==> src/source/rvPipePkg.sv <==
// Core-wide types and constants
package rvPipePkg;

    typedef logic [31:0] wordT;    // Data, instruction or byte address
    typedef logic [4:0]  regIdxT;
    typedef logic [7:0]  memIdxT;  // Word index into the memory
    typedef logic [2:0]  aluOpT;

    // ALU operation codes
    localparam aluOpT aluAdd = 3'd0;
    localparam aluOpT aluSub = 3'd1;
    localparam aluOpT aluAnd = 3'd2;
    localparam aluOpT aluOr  = 3'd3;
    localparam aluOpT aluXor = 3'd4;

    localparam int memWords = 256;

    // ADDI x0,x0,0
    localparam wordT nopInst = 32'h0000_0013;
    localparam wordT resetPc = 32'h0000_0000;

    // Major opcodes
    localparam logic [6:0] opReg    = 7'b0110011;
    localparam logic [6:0] opImm    = 7'b0010011;
    localparam logic [6:0] opLoad   = 7'b0000011;
    localparam logic [6:0] opStore  = 7'b0100011;
    localparam logic [6:0] opBranch = 7'b1100011;

    // funct3 and funct7 values of the supported subset
    localparam logic [2:0] f3AddSub = 3'b000;
    localparam logic [2:0] f3Xor    = 3'b100;
    localparam logic [2:0] f3Or     = 3'b110;
    localparam logic [2:0] f3And    = 3'b111;
    localparam logic [2:0] f3Word   = 3'b010;
    localparam logic [2:0] f3Beq    = 3'b000;
    localparam logic [2:0] f3Bne    = 3'b001;
    localparam logic [6:0] f7Base   = 7'b0000000;
    localparam logic [6:0] f7Sub    = 7'b0100000;

endpackage

==> src/source/executeUnit.sv <==
// ALU, branch resolve and EX/MEM register
`timescale 1ns/10ps

module executeUnit
    import rvPipePkg::*;
(
    input  logic   clk,
    input  logic   arstN,
    input  logic   exRegWrite,
    input  logic   exMemRead,
    input  logic   exMemWrite,
    input  logic   exAluSrc,
    input  logic   exBranch,
    input  logic   exBranchNe,
    input  aluOpT  exAluOp,
    input  regIdxT exRd,
    input  wordT   exRs1Data,
    input  wordT   exRs2Data,
    input  wordT   exImm,
    input  wordT   exPc,
    output logic   redirect,
    output wordT   target,
    output logic   memRegWrite,
    output logic   memMemRead,
    output logic   memMemWrite,
    output regIdxT memRd,
    output wordT   memResult,
    output wordT   memStoreData
);

    wordT aluB;
    wordT aluResult;
    logic equal;

    assign aluB = exAluSrc ? exImm : exRs2Data;

    always_comb begin
        case (exAluOp)
            aluSub:  aluResult = exRs1Data - aluB;
            aluAnd:  aluResult = exRs1Data & aluB;
            aluOr:   aluResult = exRs1Data | aluB;
            aluXor:  aluResult = exRs1Data ^ aluB;
            default: aluResult = exRs1Data + aluB;
        endcase
    end

    assign equal    = (exRs1Data == exRs2Data);
    assign redirect = exBranch && (exBranchNe ? !equal : equal);
    assign target   = exPc + exImm;   // Branch target

    always_ff @(posedge clk or negedge arstN) begin
        if (!arstN) begin
            memRegWrite <= 1'b0;
            memMemRead  <= 1'b0;
            memMemWrite <= 1'b0;
        end else begin
            memRegWrite <= exRegWrite;
            memMemRead  <= exMemRead;
            memMemWrite <= exMemWrite;
        end
    end

    always_ff @(posedge clk) begin
        memRd        <= exRd;
        memResult    <= aluResult;
        memStoreData <= exRs2Data;
    end

endmodule

==> config.mk <==
export PLATFORM = sky130hd
export DESIGN_NAME = executeUnit
export DESIGN_NICKNAME = d
export VERILOG_FILES = /design/src/source/rvPipePkg.sv /design/src/source/executeUnit.sv
export SDC_FILE = /design/constraint.sdc
export NUM_CORES = 1
export LEC_CHECK = 0
export ABC_AREA = 1
export BUFFER_PORTS_ARGS = -buffer_cell sky130_fd_sc_hd__buf_2
export CORE_MARGIN = 5
export CORE_UTILIZATION = 25
export CTS_CLUSTER_DIAMETER = 50
export CTS_CLUSTER_SIZE = 25
export DETAILED_ROUTE_END_ITERATION = 8
export GPL_ROUTABILITY_DRIVEN = 0
export PLACE_DENSITY_LB_ADDON = 0.1
export SLEW_MARGIN = 5
export SYNTH_ARGS = -nofsm -noshare
export SYNTH_HDL_FRONTEND = slang
export SYNTH_SLANG_ARGS = --single-unit
==> constraint.sdc <==
create_clock -name clk -period 6.3 [get_ports clk]
set_clock_uncertainty 0.15 [all_clocks]
set_input_delay 1.89 -clock clk [delete_from_list [all_inputs] [get_ports clk]]
set_output_delay 1.89 -clock clk [all_outputs]
set_load 0.03 [all_outputs]
==> metrics.txt <==
Post-route DRC=0; I/O pins=about 250; Die Width=198 um; root buffer cell=clkbuf_16; Slew headroom=30.8%; Final Net Count=1955; leak pwr=5.96 nW; H-Tree Depth=3; Crit-path slowest cell=fa_1; gr usage total=between 20 and 25%; WL final=40600 um; Synth Register Bits=a little over 70; CTS Sinks=72; Synth Cell Area=between 0.008 and 0.009 sq mm; min-delay worst type=in2async; largest net degree at the start of global routing=37; chip height=198 um; crit-path max FO=3; status=complete, no violations; CTS tree=done; P&R area growth vs syn=24.5%; total power per unit cell area=~210 mW/mm^2; Unique masters post-synth=45; WL/cell=18.9 um; average instance area after synthesis=6.18 sq um; largest family of logic cells by synthesized area=simple AND/OR/NAND/NOR gates; GRT overflow=0; sequential share of the synthesized area=between 15 and 20%; most common cell after layout, fill and taps aside=nand2_1; synth warn=0; kind of end point of the critical path=output pin; Core ar.=0.0347 sq mm; XOR/XNOR share of the synthesized area=under 10%; Max-Cap Viols=0; Cells after Synth=roughly 1400; fin. max-slew vios=0; cells along the critical path=buf_2 -> ha_1 -> inv_1 -> fa_1 -> nor3_1 -> nor2_1 -> o21ai_0 -> buf_4 -> nand2_1 -> nand2_1 -> buf_4 -> xor2_1 -> buf_2; Startpoint Class=input pin; adder-cell area share of the yosys netlist=18.5%; Compound-Gate Fraction of Synth Area=16.3%; Worst EP required=4260 ps; Place WS=60.4 ps; CTS Buf Count=9; vias=10100; vias in the first global route=roughly 10000; Slew @ Worst Pin=just over 1000 ps; HPWL after DPL=about 35000 um; Overall Power=2.34 mW; crit-path leading delay family=buffers and inverters; PortBufs=around 250; peak supply drop=0.133 mV; CP bufs+invs=5; Initial DRT Pass Iterations=5; RSZ-0062 raised after global routing=false; initial antenna violation count=4; first-pass GRT wire length=60400 um; critical path's largest stage delay=430 ps; most frequent cells in the layout=nand2_1, buf_2, inv_1, nor2_1, ha_1; data arrival time of the worst path=3970 ps; ANT nets after route=0; simple-gate share of the synthesized area=31.2%; CTS clock-pin slew for the worst setup and hold paths=roughly 60 ps; Fin. Hold Viols=0; # rows=68; DR iter-0 viols=580; Finished Layout Cells=2143; post-synthesis mux area share=0%; setup_tns=0 ps; max frequency=around 170 MHz; ratio of cells with drive above 1 in the final layout=18.4%; final setup violating endpoints=0; die area=a little under 0.04 sq mm; Post-Place Cells=2126; initial cell density of the core=25.4%; Clock Path Buffers=2; Synth Net Count=1700; final worst setup slack=between 200 and 300 ps; final period utilization=95.4%; post-DR vias/cell=4.71; Setup Crit Path Kind=in2out; Final min period=6010 ps
path summary, 6_finish.rpt:
kind | from | endpoint | slack, ps | depth (start not counted)
setup / recovery | exImm[0] | target[14] | 290 | 13
hold / removal | arstN | memRegWrite | 1170 | 1
max in group asynchronous | arstN | memMemWrite | 4730 | 1
min in group clk | exRd[0] | memRd[0] | 1480 | 1
area by class of cell:
cell class / count / area [sq um]
flip-flops and latches: 72 / 1460
inverters: 211 / 792
repair buffers: 266 / 1380
multi-input cells: 1122 / 6470
clock inverters: 3 / 65.1
clock buffers: 13 / 250
diodes: 1 / 2.50
well taps: 455 / 569
fillers: 3993 / 23700
kinds of logic (layout without fill, tap and decap cells):
family          after synthesis  count (layout)
other cells                   0               1
fa+ha+maj                   129             129
compound gates              245             245
simple gates                674             674
flops                        72              72
xor+xnor                     74              74
buf+inv                     233             493
per-layer routing:
metal	up-vias	track usage, %	share of wire (%)
li1	5131	-	-
met1	4601	27.1	46
met2	291	33.8	46
met3	54	3.68	5.6
met4	6	6.02	2.5
met5	-	0	0.096
registers in the layout, indices dropped and copies added, names as in the netlist:
register / flops
memRegWrite: 1
memMemRead: 1
memRd: 5
memResult: 32
memStoreData: 32
memMemWrite: 1
repair_timing:
action	4_1_cts	5_1_grt
buffers inserted	0	0
resized for setup	0	2
setup endpoints to repair	0	2
hold buffers	0	0
power by group:
part	switching [mW]	internal [mW]
registers	0.0140	0.521
logic	0.856	0.372
clock network	0.219	0.358
total	1.09	1.25
through the flow:
step	cell area [sq um]	utilization [%]	hold WS, ps
finish	11000	31.7	1170
CTS	11000	31.6	1140
global route	11000	31.7	1150
global placement	10700	30.7	1540
detailed placement	10700	30.7	1540
floorplan	8820	-	1440
Yosys cell counts, drive strengths merged:
| cell | n | area [sq um] |
|---|---|---|
| a21o | 3 | 22.5 |
| buf | 7 | 55.1 |
| or2 | 3 | 18.8 |
| o2111ai | 11 | 96.3 |
| nand2 | 426 | 1610 |
| ha | 127 | 1590 |
| o21a | 5 | 37.5 |
| o21ai | 83 | 430 |
| o221ai | 2 | 17.5 |
| a21boi | 3 | 22.5 |
| xor2 | 58 | 508 |
| and2 | 3 | 18.8 |
| dfxtp | 69 | 1380 |
| inv | 211 | 792 |
| nor4 | 5 | 31.3 |
| nor2 | 152 | 596 |
| a21oi | 100 | 500 |
| nand3 | 46 | 235 |
| nor3b | 1 | 12.5 |
| o211a | 1 | 10.0 |
| nand4 | 15 | 93.8 |
| o21bai | 3 | 22.5 |
| fa | 2 | 40.0 |
| a32oi | 2 | 17.5 |
| nand3b | 4 | 30.0 |
| o211ai | 5 | 37.5 |
| xnor2 | 16 | 140 |
| o22ai | 1 | 6.26 |
| a211oi | 1 | 7.51 |
| dfrtp | 3 | 75.1 |
| nor3 | 19 | 100 |
| a31oi | 5 | 31.3 |
| a221oi | 20 | 175 |
| clkbuf | 15 | 56.3 |
No activity file was read; power rests on OpenSTA's default activity.
