==> src/source/rvPipePkg.sv <==
// Core-wide types and constants
package rvPipePkg;

    typedef logic [31:0] wordT;    // Data, instruction or byte address
    typedef logic [4:0]  regIdxT;
    typedef logic [7:0]  memIdxT;  // Word index into the memory
    typedef logic [2:0]  aluOpT;

    // ALU operation codes
    localparam aluOpT aluAdd = 3'd0;
    localparam aluOpT aluSub = 3'd1;
    localparam aluOpT aluAnd = 3'd2;
    localparam aluOpT aluOr  = 3'd3;
    localparam aluOpT aluXor = 3'd4;

    localparam int memWords = 256;

    // ADDI x0,x0,0
    localparam wordT nopInst = 32'h0000_0013;
    localparam wordT resetPc = 32'h0000_0000;

    // Major opcodes
    localparam logic [6:0] opReg    = 7'b0110011;
    localparam logic [6:0] opImm    = 7'b0010011;
    localparam logic [6:0] opLoad   = 7'b0000011;
    localparam logic [6:0] opStore  = 7'b0100011;
    localparam logic [6:0] opBranch = 7'b1100011;

    // funct3 and funct7 values of the supported subset
    localparam logic [2:0] f3AddSub = 3'b000;
    localparam logic [2:0] f3Xor    = 3'b100;
    localparam logic [2:0] f3Or     = 3'b110;
    localparam logic [2:0] f3And    = 3'b111;
    localparam logic [2:0] f3Word   = 3'b010;
    localparam logic [2:0] f3Beq    = 3'b000;
    localparam logic [2:0] f3Bne    = 3'b001;
    localparam logic [6:0] f7Base   = 7'b0000000;
    localparam logic [6:0] f7Sub    = 7'b0100000;

endpackage

==> src/source/memBusIf.sv <==
// Requester port on the shared memory
`timescale 1ns/10ps

interface memBusIf
    import rvPipePkg::*;
();

    logic req;
    logic we;
    wordT addr;    // Byte address
    wordT wdata;
    wordT rdata;
    logic gnt;     // Same cycle as req

    modport requester (output req, we, addr, wdata, input rdata, gnt);
    modport memory (input req, we, addr, wdata, output rdata, gnt);

endinterface

==> src/source/memAccessUnit.sv <==
// Data access and MEM/WB register
`timescale 1ns/10ps

module memAccessUnit
    import rvPipePkg::*;
(
    input  logic   clk,
    input  logic   arstN,
    input  logic   memRegWrite,
    input  logic   memMemRead,
    input  logic   memMemWrite,
    input  regIdxT memRd,
    input  wordT   memResult,
    input  wordT   memStoreData,
    memBusIf.requester bus,
    output logic   wbWrite,
    output regIdxT wbRd,
    output wordT   wbData
);

    assign bus.req   = memMemRead || memMemWrite;
    assign bus.we    = memMemWrite;
    assign bus.addr  = memResult;
    assign bus.wdata = memStoreData;

    always_ff @(posedge clk or negedge arstN) begin
        if (!arstN)
            wbWrite <= 1'b0;
        else
            wbWrite <= memRegWrite && (!memMemRead || bus.gnt);  // Drop ungranted load
    end

    always_ff @(posedge clk) begin
        wbRd   <= memRd;
        wbData <= memMemRead ? bus.rdata : memResult;
    end

endmodule

==> src/flat_wrapper.sv <==
// flat-port wrapper written by rule: the top's interface ports become plain ports
module memAccessUnit_flat import rvPipePkg::*;
  (clk, arstN, memRegWrite, memMemRead, memMemWrite, memRd, memResult, memStoreData, wbWrite, wbRd, wbData, bus_req, bus_we, bus_addr, bus_wdata, bus_rdata, bus_gnt);
  memBusIf bus_i ();
  input  logic clk;
  input  logic arstN;
  input  logic memRegWrite;
  input  logic memMemRead;
  input  logic memMemWrite;
  input  regIdxT memRd;
  input  wordT memResult;
  input  wordT memStoreData;
  output logic wbWrite;
  output regIdxT wbRd;
  output wordT wbData;
  output wire logic [$bits(bus_i.req)-1:0] bus_req;
  output wire logic [$bits(bus_i.we)-1:0] bus_we;
  output wire logic [$bits(bus_i.addr)-1:0] bus_addr;
  output wire logic [$bits(bus_i.wdata)-1:0] bus_wdata;
  input wire logic [$bits(bus_i.rdata)-1:0] bus_rdata;
  input wire logic [$bits(bus_i.gnt)-1:0] bus_gnt;
  assign bus_req = bus_i.req;
  assign bus_we = bus_i.we;
  assign bus_addr = bus_i.addr;
  assign bus_wdata = bus_i.wdata;
  assign bus_i.rdata = bus_rdata;
  assign bus_i.gnt = bus_gnt;
  memAccessUnit u_core (.clk(clk), .arstN(arstN), .memRegWrite(memRegWrite), .memMemRead(memMemRead), .memMemWrite(memMemWrite), .memRd(memRd), .memResult(memResult), .memStoreData(memStoreData), .bus(bus_i), .wbWrite(wbWrite), .wbRd(wbRd), .wbData(wbData));
endmodule
==> config.mk <==
export PLATFORM = sky130hd
export DESIGN_NAME = memAccessUnit_flat
export DESIGN_NICKNAME = d
export VERILOG_FILES = /design/src/source/rvPipePkg.sv /design/src/source/memBusIf.sv /design/src/source/memAccessUnit.sv /design/src/flat_wrapper.sv
export SDC_FILE = /design/constraint.sdc
export NUM_CORES = 1
export LEC_CHECK = 0
export ABC_AREA = 1
export BUFFER_PORTS_ARGS = -buffer_cell sky130_fd_sc_hd__buf_4
export CAP_MARGIN = 20
export CORE_ASPECT_RATIO = 0.7
export CORE_MARGIN = 10
export CORE_UTILIZATION = 35
export CTS_CLUSTER_DIAMETER = 30
export DETAILED_ROUTE_END_ITERATION = 10
export GPL_TIMING_DRIVEN = 1
export MAX_ROUTING_LAYER = met4
export PLACE_DENSITY = 0.88
export SYNTH_ARGS = -nofsm -noshare
export SYNTH_HDL_FRONTEND = slang
export SYNTH_SLANG_ARGS = --single-unit
export TNS_END_PERCENT = 5
==> constraint.sdc <==
create_clock -name clk -period 2 [get_ports clk]
set_input_delay 0.4 -clock clk [delete_from_list [all_inputs] [get_ports clk]]
set_output_delay 0.4 -clock clk [all_outputs]
set_load 0.01 [all_outputs]
==> key figures <==
Run status
  – Run status: finished, final reports clean

Synthesis
  – Yosys warning count: 0
  – Yosys top cell by area: dfxtp_1
  – Syn Nets: 318
  – Post-Syn Area: 0.001737 sq mm
  – Sequential share of the synthesized area: 44.09%
  – Synth top area share: 42.65%
  – Post-Syn Instances: 211
  – Mean Syn Cell Area: 8.231 sq um
  – Post-synthesis sequential element count: 38
  – Post-synthesis cell type count: 11
  – Synth area leaders: dfxtp_1 (43%), buf_4 (29%), nand2_1 (19%), buf_6 (2.6%), nand2_2 (2.5%)

Finish
  – Area of the multi-input gates: 389.1 sq um
  – Area grow syn2layout: 44.60%
  – Reg area: 765.7 sq um
  – Utilization after layout: 52.51%
  – Fin cells: 364
  – Diodes inserted: 0
  – Share of cells above drive strength 1: 55.59%
  – Nets@finish: 401
  – Fill cell count: 446
  – Post-route cell area: 0.002511 sq mm

Worst setup path
  – Max Fanout on Critical Path: 17
  – Worst path top cell family by delay: buffers and inverters
  – Critical Path End Type: output port
  – Crit path top cell by count: buf_4
  – WS Path Type: input port to output port
  – Critical path buffer and inverter count: 2
  – Critical Path RT: 1.60 ns
  – Worst Setup Start Kind: input port
  – Arrival @ worst endpoint: 1.02 ns
  – CP cell instances: buf_4, or2_2, buf_4
  – Critical path's slowest cell: or2_2
  – Worst path max stage delay: 0.30 ns

Global routing
  – Largest net degree at the start of global routing: 33
  – Total global-route track usage: 13.36%
  – Global-route wire length before repair: 8659 microns
  – Grt met3 use: 5.806%
  – GRT Max-Usage Layer: met2
  – Gr ovfl total: 0
  – Vias in the first global route: 1643
  – Met2 Use GR: 24.24%
  – Initial antenna violation count: 0
  – Met1 usage: 12.82%

Clocking
  – Sink Count: 38
  – CTS tree: built
  – Post_cts resized: 0
  – Htree depth: 2
  – Clk buf depth: 2
  – CTS Root Cell: clkbuf_8
  – Worst-path clk slew: 0.08 ns
  – CTS Buf Count: 5

Route
  – DRT antenna net count: 0
  – Via count: 1475
  – 1st-iter DRT viols: 34
  – Final WL: 5659 microns
  – DRT Pass-1 Iters: 4
  – Remaining DRCs: 0
  – WL/cell: 15.55 microns
  – Via density: 4.052

STA
  – Setup TNS: 0 ns
  – Max Slew Vio Count: 0
  – RSZ-0062 raised after global routing: false
  – # setup viols final: 0
  – Hold Vio Cnt, Final: 0
  – Min Tclk post-route: 1.424 ns
  – Relative slew slack: 84.37%
  – Fmax: 702.3 MHz
  – Worst-margin pin slew: 0.2344 ns
  – Final period utilization: 71.19%

Placed design
  – HPWL Detailed: 4838 microns
  – Placer's final routability congestion estimate: 0.7359
  – Port Buf Inserts: 146
  – Dpl cells: 355
  – Cell Area, Placed: 0.002364 sq mm

Power and ir drop
  – Pwr Total: 1999 uW
  – Leak: 0.001410 uW
  – Peak supply drop: 0.2594 mV
  – PD cells: 796.1 mW/mm^2

Floorplan
  – DIE WIDTH: 104.2 microns
  – Row cnt: 21
  – Core area: 0.004782 sq mm
  – Die area: 0.008224 sq mm
  – Top-Level Pins: 211
  – Initial Util: 36.32%
  – Chip Height: 78.94 microns

Job
  – Max-Cap Viols: 0

Hold path
  – Hold Path Class: input port to flip-flop
==> worst paths after layout <==
| check | cells past startpoint | start | to | slack, ns |
|---|---|---|---|---|
| max in group asynchronous | 2 | arstN | u_core.wbWrite | 1.48 |
| min in group asynchronous | 2 | arstN | u_core.wbWrite | 0.43 |
| worst min-delay path | 1 | memRd[3] | u_core.wbRd[3] | 0.21 |
| worst max-delay path | 3 | memMemRead | bus_req | 0.58 |
==> metrics by stage <==
step                hold WS [ns]  setup WS, ns
floorplan                 0.1044        0.7620
global placement          0.1830        0.5805
detailed placement        0.1828        0.5765
CTS                       0.1997        0.5732
global route              0.1872        0.5535
finish                    0.2106        0.5761
==> flip-flops by register name, indices dropped and copies added (netlist names) <==
signal	count
u_core.wbRd	5
u_core.wbWrite	1
u_core.wbData	32
==> per-layer routing <==
| metal | vias to the layer above | part of all wire (%) |
|---|---|---|
| li1 | 726 | - |
| met1 | 641 | 39 |
| met2 | 92 | 52 |
| met3 | 16 | 7.8 |
| met4 | 0 | 1.2 |
| met5 | - | 0 |
==> timing repair <==
item                                   in CTS  in global routing
setup buffers                               0                  0
hold buffers                                1                  0
endpoints found under the hold margin       1                  0
==> synth_stat cells (all sizes together) <==
| library cell | count |
|---|---|
| buf | 72 |
| dfrtp | 1 |
| a21oi | 1 |
| nand2 | 96 |
| dfxtp | 37 |
| inv | 3 |
| or2 | 1 |
==> cell type report <==
type / count / area share (%)
clock inverters: 3 / 2.740
well taps: 69 / 3.438
inverters: 3 / 0.7474
multi-input cells: 98 / 15.50
clock buffers: 5 / 2.740
flip-flops and latches: 38 / 30.49
repair buffers: 148 / 44.34
==> kinds of logic (layout without fill, tap and decap cells) <==
| logic type | count (synthesis) | count (layout) | synth area share (%) |
|---|---|---|---|
| simple gates | 97 | 97 | 22.12 |
| buf+inv | 75 | 159 | 33.50 |
| flops | 38 | 38 | 44.09 |
| compound gates | 1 | 1 | 0.2879 |
==> power by group <==
group / switching [uW] / internal, uW / total (uW)
clock network: 271 / 500 / 770
logic: 171 / 229 / 400
registers: 14.1 / 815 / 829
==> layout by cell type, fill, tap and decap left out, drive strengths merged <==
cell type / n
bufinv: 2
dfrtp: 1
a21oi: 1
clkinv: 1
nand2: 96
buf: 147
dfxtp: 37
inv: 3
dlygate4sd3: 1
or2: 1
clkbuf: 5
No activity file was read; power rests on OpenSTA's default activity.
