--- config.mk ---
export PLATFORM = sky130hd
export DESIGN_NAME = fetchUnit_flat
export DESIGN_NICKNAME = d
export VERILOG_FILES = /design/src/source/rvPipePkg.sv /design/src/source/memBusIf.sv /design/src/source/fetchUnit.sv /design/src/flat_wrapper.sv
export SDC_FILE = /design/constraint.sdc
export NUM_CORES = 1
export LEC_CHECK = 0
export BUFFER_PORTS_ARGS = -buffer_cell sky130_fd_sc_hd__buf_4
export CORE_AREA = 4 4 111 113
export DETAILED_ROUTE_END_ITERATION = 8
export DIE_AREA = 0 0 115 117
export GPL_ROUTABILITY_DRIVEN = 0
export PLACE_DENSITY = 0.69
export SLEW_MARGIN = 20
export SYNTH_ARGS = -nofsm -noshare
export SYNTH_HDL_FRONTEND = slang
export SYNTH_SLANG_ARGS = --single-unit
--- constraint.sdc ---
create_clock -name clk -period 2.1 [get_ports clk]
set_input_delay 0.105 -clock clk [delete_from_list [all_inputs] [get_ports clk]]
set_output_delay 0.105 -clock clk [all_outputs]
set_load 0.02 [all_outputs]
--- src/source/rvPipePkg.sv ---
// Core-wide types and constants
package rvPipePkg;

    typedef logic [31:0] wordT;    // Data, instruction or byte address
    typedef logic [4:0]  regIdxT;
    typedef logic [7:0]  memIdxT;  // Word index into the memory
    typedef logic [2:0]  aluOpT;

    // ALU operation codes
    localparam aluOpT aluAdd = 3'd0;
    localparam aluOpT aluSub = 3'd1;
    localparam aluOpT aluAnd = 3'd2;
    localparam aluOpT aluOr  = 3'd3;
    localparam aluOpT aluXor = 3'd4;

    localparam int memWords = 256;

    // ADDI x0,x0,0
    localparam wordT nopInst = 32'h0000_0013;
    localparam wordT resetPc = 32'h0000_0000;

    // Major opcodes
    localparam logic [6:0] opReg    = 7'b0110011;
    localparam logic [6:0] opImm    = 7'b0010011;
    localparam logic [6:0] opLoad   = 7'b0000011;
    localparam logic [6:0] opStore  = 7'b0100011;
    localparam logic [6:0] opBranch = 7'b1100011;

    // funct3 and funct7 values of the supported subset
    localparam logic [2:0] f3AddSub = 3'b000;
    localparam logic [2:0] f3Xor    = 3'b100;
    localparam logic [2:0] f3Or     = 3'b110;
    localparam logic [2:0] f3And    = 3'b111;
    localparam logic [2:0] f3Word   = 3'b010;
    localparam logic [2:0] f3Beq    = 3'b000;
    localparam logic [2:0] f3Bne    = 3'b001;
    localparam logic [6:0] f7Base   = 7'b0000000;
    localparam logic [6:0] f7Sub    = 7'b0100000;

endpackage

--- src/source/memBusIf.sv ---
// Requester port on the shared memory
`timescale 1ns/10ps

interface memBusIf
    import rvPipePkg::*;
();

    logic req;
    logic we;
    wordT addr;    // Byte address
    wordT wdata;
    wordT rdata;
    logic gnt;     // Same cycle as req

    modport requester (output req, we, addr, wdata, input rdata, gnt);
    modport memory (input req, we, addr, wdata, output rdata, gnt);

endinterface

--- src/source/fetchUnit.sv ---
// Instruction fetch stage
`timescale 1ns/10ps

module fetchUnit
    import rvPipePkg::*;
(
    input  logic clk,
    input  logic arstN,
    input  logic run,
    input  logic stall,
    input  logic redirect,
    input  wordT target,
    memBusIf.requester bus,
    output wordT ifInst,
    output wordT ifPc
);

    wordT pc;

    assign bus.req   = run;
    assign bus.we    = 1'b0;
    assign bus.addr  = pc;
    assign bus.wdata = '0;

    always_ff @(posedge clk or negedge arstN) begin
        if (!arstN) begin
            pc     <= resetPc;
            ifInst <= nopInst;
            ifPc   <= resetPc;
        end else if (redirect) begin
            pc     <= target;   // Kill the younger fetch
            ifInst <= nopInst;
        end else if (stall) begin
            // Hold IF/ID and PC
        end else if (run && bus.gnt) begin
            pc     <= pc + 32'd4;
            ifInst <= bus.rdata;
            ifPc   <= pc;
        end else begin
            ifInst <= nopInst;  // Lost grant or idle
        end
    end

endmodule

--- src/flat_wrapper.sv ---
// flat-port wrapper written by rule: the top's interface ports become plain ports
module fetchUnit_flat import rvPipePkg::*;
  (clk, arstN, run, stall, redirect, target, ifInst, ifPc, bus_req, bus_we, bus_addr, bus_wdata, bus_rdata, bus_gnt);
  memBusIf bus_i ();
  input  logic clk;
  input  logic arstN;
  input  logic run;
  input  logic stall;
  input  logic redirect;
  input  wordT target;
  output wordT ifInst;
  output wordT ifPc;
  output wire logic [$bits(bus_i.req)-1:0] bus_req;
  output wire logic [$bits(bus_i.we)-1:0] bus_we;
  output wire logic [$bits(bus_i.addr)-1:0] bus_addr;
  output wire logic [$bits(bus_i.wdata)-1:0] bus_wdata;
  input wire logic [$bits(bus_i.rdata)-1:0] bus_rdata;
  input wire logic [$bits(bus_i.gnt)-1:0] bus_gnt;
  assign bus_req = bus_i.req;
  assign bus_we = bus_i.we;
  assign bus_addr = bus_i.addr;
  assign bus_wdata = bus_i.wdata;
  assign bus_i.rdata = bus_rdata;
  assign bus_i.gnt = bus_gnt;
  fetchUnit u_core (.clk(clk), .arstN(arstN), .run(run), .stall(stall), .redirect(redirect), .target(target), .bus(bus_i), .ifInst(ifInst), .ifPc(ifPc));
endmodule
==> impl_results.md <==
* Outcome: complete, no violations
* CTS Sinks at 96
* Clock transition at the register clock pins on the worst setup and hold paths after CTS at 0.07 ns
* RSZ-0062 raised after global routing: no
* Dominant combinational cell family by area after synthesis: simple AND/OR/NAND/NOR gates
* Area fraction in compound gates after synthesis at 0.135
* Leakage at 3.24 nW
* Count of endpoints failing setup in the final report at 0
* Number of global-route vias before repair at 4028
* Combined area of all synthesized cells at 4470 um^2
* Simple-gate share of the synthesized area at 0.216
* Non-filler instance count after layout at 824
* Clock buffers created by TritonCTS at 9
* Max Fanout on Critical Path at 9
* Launch point of the worst hold path: target[4]
* Footprint of the multi-input gates at 1830 um^2
* Peak supply drop at 0.502 mV
* Average footprint of a synthesized cell at 9.74 um^2
* Number of primary I/O pins at 200
* Hold Slack at 0.00285 ns
* Fraction of the core area covered by cells at the end of the flow at 0.586
* Number of buffers added on ports at 166
* Number of cells in the design after placement at 768
* Share of synthesized flip-flops with an asynchronous set or reset at 1.00
* TritonCTS clock tree: done
* Antenna viol nets, final at 0
* First-pass iteration count of the detailed router at 4
* Actual transition at the worst max-transition pin at 0.709 ns
* Period minus WS final at 2.01 ns
* Most frequent cells in the layout: sky130_fd_sc_hd__buf_4 (192), sky130_fd_sc_hd__nand2_1 (115), sky130_fd_sc_hd__dfrtp_1 (90), sky130_fd_sc_hd__dlygate4sd3_1 (39), sky130_fd_sc_hd__conb_1 (33)
* Slew Viols, Final at 0
* Final Net Count at 746
* Placeable core region at 11300 um^2
* Most common cell after layout, fill and taps aside: sky130_fd_sc_hd__buf_4
* Full die area at 13500 um^2
* Final WL at 13500 um
* Number of max-capacitance violations reported at 0
* Filler Cells Inserted at 982
* Maximum number of pins on one net before global-route repair at 55
* Relative slew slack at 0.528
* Register area share after synthesis at 0.538
* Global-route usage over all layers at 0.196
* Wire length of the first global-routing pass at 20800 um
* Count of unresolved DRC violations after routing at 0
* H-tree levels at 3
* Power density cells at 784 nW/um^2
* Count of cell types in the netlist at 43
* Area used by sequential logic in the layout at 2410 um^2
* Source of the critical timing path: u_core.bus.addr[5]
* Final total negative setup slack at 0 ns
* Post-DP HPWL at 9560 um
* Clock tree root driver cell: sky130_fd_sc_hd__clkbuf_16
* WS Path Type: flip-flop to flip-flop
* Reg2Reg Launch Point: u_core.bus.addr[5]
* DRC marker count from the first detailed-route iteration at 227
* Final design area excluding fillers at 6630 um^2
* Routed wire length per instance at 16.3 um
* Worst-case clock skew at 0.00628 ns
* Number of synthesized flops with an enable pin at 0
* Hold violation count in the final report at 0
* Die height at 117 um
* Width of the chip at 115 um
* Via density at 5.04
* Total gr overflow at 0
* Number of cells produced by synthesis at 459
* Initial cell density of the core at 0.395
* Adder and majority gate portion of the synthesized area at 0.00280
* Arrival time at the worst endpoint at 2.28 ns
* R2R setup slack at 0.09 ns
* Share of cell area taken by muxes after synthesis at 0.00727
* FF+latch count, synth at 96
* Total number of yosys warnings at 0
* WHS Path Cells at 3
* Post-Place Cell Area at 5910 um^2
* Ratio of cells with drive above 1 in the final layout at 0.337
* Worst hold path class: input pin to flip-flop
* Achievable Freq at 497 MHz
* Startpoint type of the worst setup path: flip-flop
* Standard-cell rows at 39
* Buffers inserted by post-CTS timing repair at 0
* Number of vias after detailed routing at 4156
* Clock latency reported for the late side of the worst-skew pair at 0.34 ns
* Required time of the critical path at 2.36 ns
* Synthesis-to-layout area growth at 48.2%
* Post-synthesis share of cell area spent on xor and xnor gates at 0.0176
* Endpoint class of the critical path: flip-flop
* Cells on worst reg2reg path at 4
* Clock Tree Buf Depth at 2
* Most instantiated flip-flop cell in the synthesis netlist: sky130_fd_sc_hd__dfrtp_1
* Period utilisation layout at 0.959
* Initial antenna violation count at 0
==> report_power, final <==
| part | total, mW | switching (mW) | internal [mW] |
|---|---|---|---|
| Combinational | 1.28 | 0.717 | 0.563 |
| Clock | 1.72 | 0.703 | 1.02 |
| Sequential | 2.19 | 0.142 | 2.05 |
| Total | 5.20 | 1.56 | 3.63 |
==> through the flow <==
stage / power (mW) / setup WS, ns
2_1_floorplan: 2.85 / 0.00490
3_3_place_gp: 3.42 / 0.156
3_5_place_dp: 3.45 / 0.0833
4_1_cts: 5.24 / 0.0704
5_1_grt: 5.43 / 0.0140
6_report: 5.20 / 0.0865
==> worst max-delay path, cell delays in order (launching register included) <==
cell	delay [ns]
sky130_fd_sc_hd__dfrtp_1	0.39
sky130_fd_sc_hd__nand4_4	0.17
sky130_fd_sc_hd__or4_1	0.70
sky130_fd_sc_hd__or4_1	0.50
sky130_fd_sc_hd__a31oi_1	0.18
==> state kept, by name, indices dropped and copies added (netlist names) <==
name and flops:
u_core.ifInst 32, u_core.ifPc 32, u_core.bus.addr 32
==> layout make-up <==
class                           count  area share
Sequential cell                    96       0.364
Clock buffer                       12      0.0402
Tap cell                          143      0.0270
Multi-Input combinational cell    331       0.277
Inverter                            4     0.00227
Clock inverter                      4     0.00774
Timing Repair Buffer              233       0.282
Antenna cell                        1    0.000378
==> logic make-up (layout without fill, tap and decap cells) <==
| logic type | count (synthesis) | count (layout) |
|---|---|---|
| multiplexers | 3 | 3 |
| adder cells (fa/ha/maj) | 1 | 1 |
| XOR/XNOR | 9 | 9 |
| AO/OA/AOI/OAI | 83 | 83 |
| other | 1 | 34 |
| buffers and inverters | 64 | 253 |
| flip-flops | 96 | 96 |
| AND/OR/NAND/NOR | 202 | 202 |
==> routing by layer <==
layer	track usage	up-vias	wire (um)
met3	0.0447	20	946
met1	0.265	1996	5720
met5	0	-	0
li1	-	1980	-
met4	0.0649	0	226
met2	0.312	160	6570
==> worst paths after layout <==
path,to
worst max-delay path,u_core.bus.addr[28]
worst min-delay path,u_core.bus.addr[4]
worst max register to register,u_core.bus.addr[28]
worst min register to register,u_core.ifPc[23]
max in group asynchronous,u_core.ifPc[6]
min in group asynchronous,u_core.ifPc[15]
==> Yosys cell counts (all sizes together), types with 8 or more instances <==
master | instances | share of area
nand2 | 115 | 0.097
or3 | 8 | 0.011
o21ai | 18 | 0.020
buf | 39 | 0.062
a31oi | 18 | 0.025
dfrtp | 93 | 0.52
o31ai | 12 | 0.020
nand3 | 12 | 0.015
clkbuf | 21 | 0.018
nor2 | 22 | 0.018
a22o | 29 | 0.057
or4 | 17 | 0.029
==> timing repair <==
action                                 in CTS  in global routing
setup endpoints to repair                   0                  6
hold buffers                               39                  0
endpoints found under the hold margin      88                  0
gates resized for setup                     0                  2
Power figures use the tool's default switching activity.
