===== config.mk =====
export PLATFORM = sky130hd
export DESIGN_NAME = decodeUnit
export DESIGN_NICKNAME = d
export VERILOG_FILES = /design/src/source/rvPipePkg.sv /design/src/source/decodeUnit.sv
export SDC_FILE = /design/constraint.sdc
export NUM_CORES = 1
export LEC_CHECK = 0
export ABC_CLOCK_PERIOD_IN_PS = 2600
export BUFFER_PORTS_ARGS = -buffer_cell sky130_fd_sc_hd__buf_2
export CORE_AREA = 4 4 304 426
export DETAILED_ROUTE_END_ITERATION = 8
export DIE_AREA = 0 0 308 430
export SLEW_MARGIN = 40
export SYNTH_ARGS = -nofsm -noshare
export SYNTH_HDL_FRONTEND = slang
export SYNTH_SLANG_ARGS = --single-unit

===== constraint.sdc =====
create_clock -name clk -period 2.6 [get_ports clk]
set_input_delay 0.52 -clock clk [delete_from_list [all_inputs] [get_ports clk]]
set_output_delay 0.52 -clock clk [all_outputs]
set_load 0.02 [all_outputs]

===== src/source/rvPipePkg.sv =====
// Core-wide types and constants
package rvPipePkg;

    typedef logic [31:0] wordT;    // Data, instruction or byte address
    typedef logic [4:0]  regIdxT;
    typedef logic [7:0]  memIdxT;  // Word index into the memory
    typedef logic [2:0]  aluOpT;

    // ALU operation codes
    localparam aluOpT aluAdd = 3'd0;
    localparam aluOpT aluSub = 3'd1;
    localparam aluOpT aluAnd = 3'd2;
    localparam aluOpT aluOr  = 3'd3;
    localparam aluOpT aluXor = 3'd4;

    localparam int memWords = 256;

    // ADDI x0,x0,0
    localparam wordT nopInst = 32'h0000_0013;
    localparam wordT resetPc = 32'h0000_0000;

    // Major opcodes
    localparam logic [6:0] opReg    = 7'b0110011;
    localparam logic [6:0] opImm    = 7'b0010011;
    localparam logic [6:0] opLoad   = 7'b0000011;
    localparam logic [6:0] opStore  = 7'b0100011;
    localparam logic [6:0] opBranch = 7'b1100011;

    // funct3 and funct7 values of the supported subset
    localparam logic [2:0] f3AddSub = 3'b000;
    localparam logic [2:0] f3Xor    = 3'b100;
    localparam logic [2:0] f3Or     = 3'b110;
    localparam logic [2:0] f3And    = 3'b111;
    localparam logic [2:0] f3Word   = 3'b010;
    localparam logic [2:0] f3Beq    = 3'b000;
    localparam logic [2:0] f3Bne    = 3'b001;
    localparam logic [6:0] f7Base   = 7'b0000000;
    localparam logic [6:0] f7Sub    = 7'b0100000;

endpackage


===== src/source/decodeUnit.sv =====
// Register file, decode and ID/EX register
`timescale 1ns/10ps

module decodeUnit
    import rvPipePkg::*;
(
    input  logic   clk,
    input  logic   arstN,
    input  wordT   ifInst,
    input  wordT   ifPc,
    input  logic   redirect,
    input  logic   wbWrite,
    input  regIdxT wbRd,
    input  wordT   wbData,
    input  regIdxT memRd,
    input  logic   memRegWrite,
    output logic   stall,
    output logic   exRegWrite,
    output logic   exMemRead,
    output logic   exMemWrite,
    output logic   exAluSrc,
    output logic   exBranch,
    output logic   exBranchNe,
    output aluOpT  exAluOp,
    output regIdxT exRd,
    output wordT   exRs1Data,
    output wordT   exRs2Data,
    output wordT   exImm,
    output wordT   exPc
);

    wordT regs [1:31];

    logic [6:0] opcode;
    logic [2:0] funct3;
    logic [6:0] funct7;
    regIdxT     rs1, rs2, rd;
    wordT       rs1Data, rs2Data, imm;
    logic       regWrite, memRead, memWrite, aluSrc, branch, branchNe;
    logic       useRs1, useRs2, hazard1, hazard2;
    aluOpT      aluOp;

    assign opcode = ifInst[6:0];
    assign rd     = ifInst[11:7];
    assign funct3 = ifInst[14:12];
    assign rs1    = ifInst[19:15];
    assign rs2    = ifInst[24:20];
    assign funct7 = ifInst[31:25];

    always_ff @(posedge clk) begin
        if (wbWrite && wbRd != '0)
            regs[wbRd] <= wbData;
    end

    // Write-through read, x0 is zero
    always_comb begin
        rs1Data = '0;
        rs2Data = '0;
        if (rs1 != '0)
            rs1Data = (wbWrite && wbRd == rs1) ? wbData : regs[rs1];
        if (rs2 != '0)
            rs2Data = (wbWrite && wbRd == rs2) ? wbData : regs[rs2];
    end

    always_comb begin
        regWrite = 1'b0;
        memRead  = 1'b0;
        memWrite = 1'b0;
        aluSrc   = 1'b0;
        branch   = 1'b0;
        branchNe = 1'b0;
        useRs1   = 1'b0;
        useRs2   = 1'b0;
        aluOp    = aluAdd;
        imm      = {{20{ifInst[31]}}, ifInst[31:20]};
        case (opcode)
            opReg: begin
                useRs1 = 1'b1;
                useRs2 = 1'b1;
                regWrite = 1'b1;
                if (funct3 == f3AddSub && funct7 == f7Sub)
                    aluOp = aluSub;
                else if (funct3 == f3And && funct7 == f7Base)
                    aluOp = aluAnd;
                else if (funct3 == f3Or && funct7 == f7Base)
                    aluOp = aluOr;
                else if (funct3 == f3Xor && funct7 == f7Base)
                    aluOp = aluXor;
                else if (!(funct3 == f3AddSub && funct7 == f7Base)) begin
                    regWrite = 1'b0;   // Unsupported, NOP
                    useRs1 = 1'b0;
                    useRs2 = 1'b0;
                end
            end
            opImm: begin
                if (funct3 == f3AddSub) begin
                    regWrite = 1'b1;
                    aluSrc = 1'b1;
                    useRs1 = 1'b1;
                end
            end
            opLoad: begin
                if (funct3 == f3Word) begin
                    regWrite = 1'b1;
                    memRead = 1'b1;
                    aluSrc = 1'b1;
                    useRs1 = 1'b1;
                end
            end
            opStore: begin
                imm = {{20{ifInst[31]}}, ifInst[31:25], ifInst[11:7]};
                if (funct3 == f3Word) begin
                    memWrite = 1'b1;
                    aluSrc = 1'b1;
                    useRs1 = 1'b1;
                    useRs2 = 1'b1;
                end
            end
            opBranch: begin
                imm = {{19{ifInst[31]}}, ifInst[31], ifInst[7], ifInst[30:25],
                       ifInst[11:8], 1'b0};
                if (funct3 == f3Beq || funct3 == f3Bne) begin
                    branch = 1'b1;
                    branchNe = (funct3 == f3Bne);
                    useRs1 = 1'b1;
                    useRs2 = 1'b1;
                end
            end
            default: ;
        endcase
    end

    // No forwarding, wait for writeback
    assign hazard1 = useRs1 && rs1 != '0 &&
                     ((exRegWrite && exRd == rs1) || (memRegWrite && memRd == rs1));
    assign hazard2 = useRs2 && rs2 != '0 &&
                     ((exRegWrite && exRd == rs2) || (memRegWrite && memRd == rs2));
    assign stall = hazard1 || hazard2;

    always_ff @(posedge clk or negedge arstN) begin
        if (!arstN) begin
            exRegWrite <= 1'b0;
            exMemRead  <= 1'b0;
            exMemWrite <= 1'b0;
            exAluSrc   <= 1'b0;
            exBranch   <= 1'b0;
            exBranchNe <= 1'b0;
        end else if (redirect || stall) begin
            exRegWrite <= 1'b0;  // Bubble
            exMemRead  <= 1'b0;
            exMemWrite <= 1'b0;
            exAluSrc   <= 1'b0;
            exBranch   <= 1'b0;
            exBranchNe <= 1'b0;
        end else begin
            exRegWrite <= regWrite;
            exMemRead  <= memRead;
            exMemWrite <= memWrite;
            exAluSrc   <= aluSrc;
            exBranch   <= branch;
            exBranchNe <= branchNe;
        end
    end

    always_ff @(posedge clk) begin
        exAluOp   <= aluOp;
        exRd      <= rd;
        exRs1Data <= rs1Data;
        exRs2Data <= rs2Data;
        exImm     <= imm;
        exPc      <= ifPc;
    end

endmodule


==> impl_results.md <==
- Syn nets: 2,960
- Max VDD drop: 0.610 mV
- Total GRT Usage: 0.270
- Switch Pwr: 9.70 mW
- Final net count: roughly 3.5k
- Clock Skew: 0.0283 ns
- GRT overflow: 0
- Reg2reg setup slack: 0.62 ns
- Ys Warns: 0
- Vias in the first global route: 33.8k
- Worst path arrival time: 2.05 ns
- Int Power: 31.2 mW
- Max Cap Viol: 0
- CP Cell Sequence: buf_8 -> buf_4 -> buf_4 -> nor4_4 -> buf_4 -> a21oi_1 -> o211ai_1 -> nand2_2 -> buf_6
- Mapped Cells: 2,849
- Hold WC Path Type: input pin to register
- RSZ-0062 raised after global routing: true
- Die W: just over 300 um
- Commonest cells in the netlist: edfxtp_1, mux4_2, mux2i_1
- P&R area growth vs syn: 22.0%
- Largest net degree at the start of global routing: 44
- Cell taking the most area after synthesis: edfxtp_1
- Port Buffers: 253
- Max Buffers Root-to-Sink: 3
- Most frequent cell after synthesis: edfxtp_1
- CORE AREA: 125,000 sq um
- H-tree depth: 3
- Post-place setup slack: -0.315 ns
- Post-Route M1 WL: 64,200 um
- CTS tree: yes
- DR top layer: met5
- Yosys cell types: just under 70
- Leakage: roughly 21 nW
- Mean area per synthesized cell: 17.5 sq um
- Status: finished, final reports clean
- Top_reg_cell synth: edfxtp_1
- Post-synthesis sequential area ratio: 0.646
- Initial drt markers: 4,273
- Vias: 33.1k
- Sw frac: 0.237
- Vias per cell: 6.42
- Worst endpoint required time: 2.08 ns
- Asr flop ratio synth: 0.00538
- Die Area: between 100,000 and 150,000 sq um
- Share of cells above drive strength 1: 0.368
- Routed WL: around 180,000 um
- Residual DRC: 0
- Num rows: 154
- Final count of negative-setup-slack endpoints: 0
- Routed length per instance: 35.3 um
- Maximum fanout along the worst path: 15
- Met2 Routed Length: 87,700 um
- Antenna Nets Post-Route: 0
- Final WS setup: 0.0262 ns
- Critical path capture point type: output port
- Clock power share: 0.403
- Crit share post-route: 0.990
- EDFF count, synth: around 990
- Total CTS buffers: 106
- Top post-synthesis cells by area: edfxtp_1, mux4_2, dfxtp_1
- Die Height: 430 um
- Synth top area share: 0.596
- Crit-path most repeated cell: buf_4
- Hold_ws: 0.0795 ns
- Sequential fraction of design power: 0.492
- Starting Density: 0.398
- Rel. slew slack: 0.353
- Clk_lat worst skew: 0.74 ns
- TritonRoute pass-1 iters: 5
- RD Place Congestion: 0.900
- Root buf cell: clkbuf_16
- CP startpoint kind: input pin
- WHS Path Cells: 2
- Met3 wire len: 17,800 um
- Max incr delay on CP: 0.41 ns
- Logic pwr share: 0.105
- First-pass GRT wire length: 253,000 um
- I/O Pins: ~250
- Post-Syn Area: approximately 50,000 sq um
- Placed wire-length estimate: 118,000 um
- Antenna violations before repair: 18
- Final Hold Viols: 0
- Synth Register Bits: roughly 1.1k
- Worst path slowest cell: nor4_4
- Fin crit period: 2.57 ns
- CTS Sinks: 1,115
- Measured slew at the worst slew-check pin: 0.967 ns
- Fmax: 389 MHz
- Worst reg-to-reg path cell count: 6
- Pwr dens: between 600 and 700 nW/um^2
- Max Slew Vio Count: 0
- Clk pin slew, worst setup/hold paths: around 0.060 ns
- Critical path type: input pin to output port
==> cell families after synthesis <==
logic type             share of synthesized area
AO/OA/AOI/OAI                             0.0661
XOR/XNOR                                 0.00544
buffers and inverters                     0.0241
flip-flops                                 0.646
multiplexers                               0.217
AND/OR/NAND/NOR                           0.0413
==> power groups by stage <==
stage | Combinational [mW] | Sequential (mW) | Clock (mW)
floorplan | 2.01 | 20.6 | 0
global placement | 4.15 | 20.5 | 0
detailed placement | 4.20 | 20.5 | 0
CTS | 4.27 | 20.1 | 16.7
global route | 4.49 | 20.1 | 17.5
finish | 4.30 | 20.1 | 16.5
==> registers in the layout, indices dropped and copies added (netlist names) <==
signal and cells:
exAluOp 3, exAluSrc 1, exBranch 1, exBranchNe 1, exImm 13, exMemRead 1
exMemWrite 1, exPc 32, exRd 5, exRegWrite 1, exRs1Data 32, exRs2Data 32
regs 992
==> worst paths after layout <==
path                                      end         from
worst max-delay path                    stall   ifInst[15]
max in group asynchronous            exAluSrc        arstN
worst max register to register   exRs2Data[2]   regs[6][2]
min in group asynchronous            exBranch        arstN
worst min register to register  exRs2Data[27]  regs[1][27]
worst min-delay path                exImm[11]   ifInst[31]
==> routing by layer <==
metal	global-route usage	vias up
met5	0	-
li1	-	13100
met2	0.442	2189
met3	0.0582	552
met1	0.333	17200
met4	0.156	6
==> cells in the final DEF, fill, tap and decap left out, types with 7 or more instances in the layout <==
master	n
a22oi_1	50
a2111oi_0	17
clkbuf_1	28
xnor2_1	28
buf_2	243
bufinv_16	13
nand2_1	42
nand3_1	17
mux2_2	20
a211oi_1	88
nor2_4	32
nor2b_1	36
mux2i_1	207
o311ai_0	7
a22o_1	16
dlygate4sd3_1	48
dfxtp_1	115
nand4_1	12
o21ai_0	22
nor3_1	57
buf_12	109
mux4_2	379
o22ai_1	59
or2_2	15
clkbuf_8	15
diode_2	11
a21oi_1	74
edfxtp_1	992
clkbuf_16	111
a32o_1	7
nor4_1	17
o221ai_1	9
clkinv_1	8
a211o_1	18
clkinv_2	18
buf_4	276
nor2_1	112
nor3_2	10
a221oi_1	48
nand2b_1	13
==> final cells by class <==
type / count / area, sq um
antenna: 11 / 27.5
clock buffer: 153 / 3080
clock inverter: 48 / 617
fill: 10300 / 64500
inverter: 7 / 26.3
multi-input combinational: 1492 / 16800
sequential: 1115 / 32300
tap: 1638 / 2050
timing repair buffer: 686 / 6080
==> per-stage QoR <==
step           cells  instance area, sq um  power (mW)  TNS (ns)   util
2_1_floorplan   2849                 50000        22.6   -192.60      -
3_3_place_gp    4889                 56700        24.6     -4.08  0.452
3_5_place_dp    4889                 56700        24.7     -3.87  0.452
4_1_cts         5138                 60900        41.1         0  0.485
5_1_grt         5143                 60900        42.1   -0.0443  0.486
6_report        5150                 61000        40.9         0  0.486
==> critical path: cells and delay by family <==
kind,cells,cell delay [ns]
compound gates,2,0.15
buf+inv,5,0.84
simple gates,2,0.50
==> what timing repair did <==
action                                  4_1_cts  5_1_grt
resized for setup                             5       10
gates cloned                                  0        0
pin swaps                                     0        3
setup buffers                                 0        0
hold buffers                                 48        0
endpoints found under the hold margin        56        0
endpoints found under the setup margin        1        1
Power figures use the tool's default switching activity.
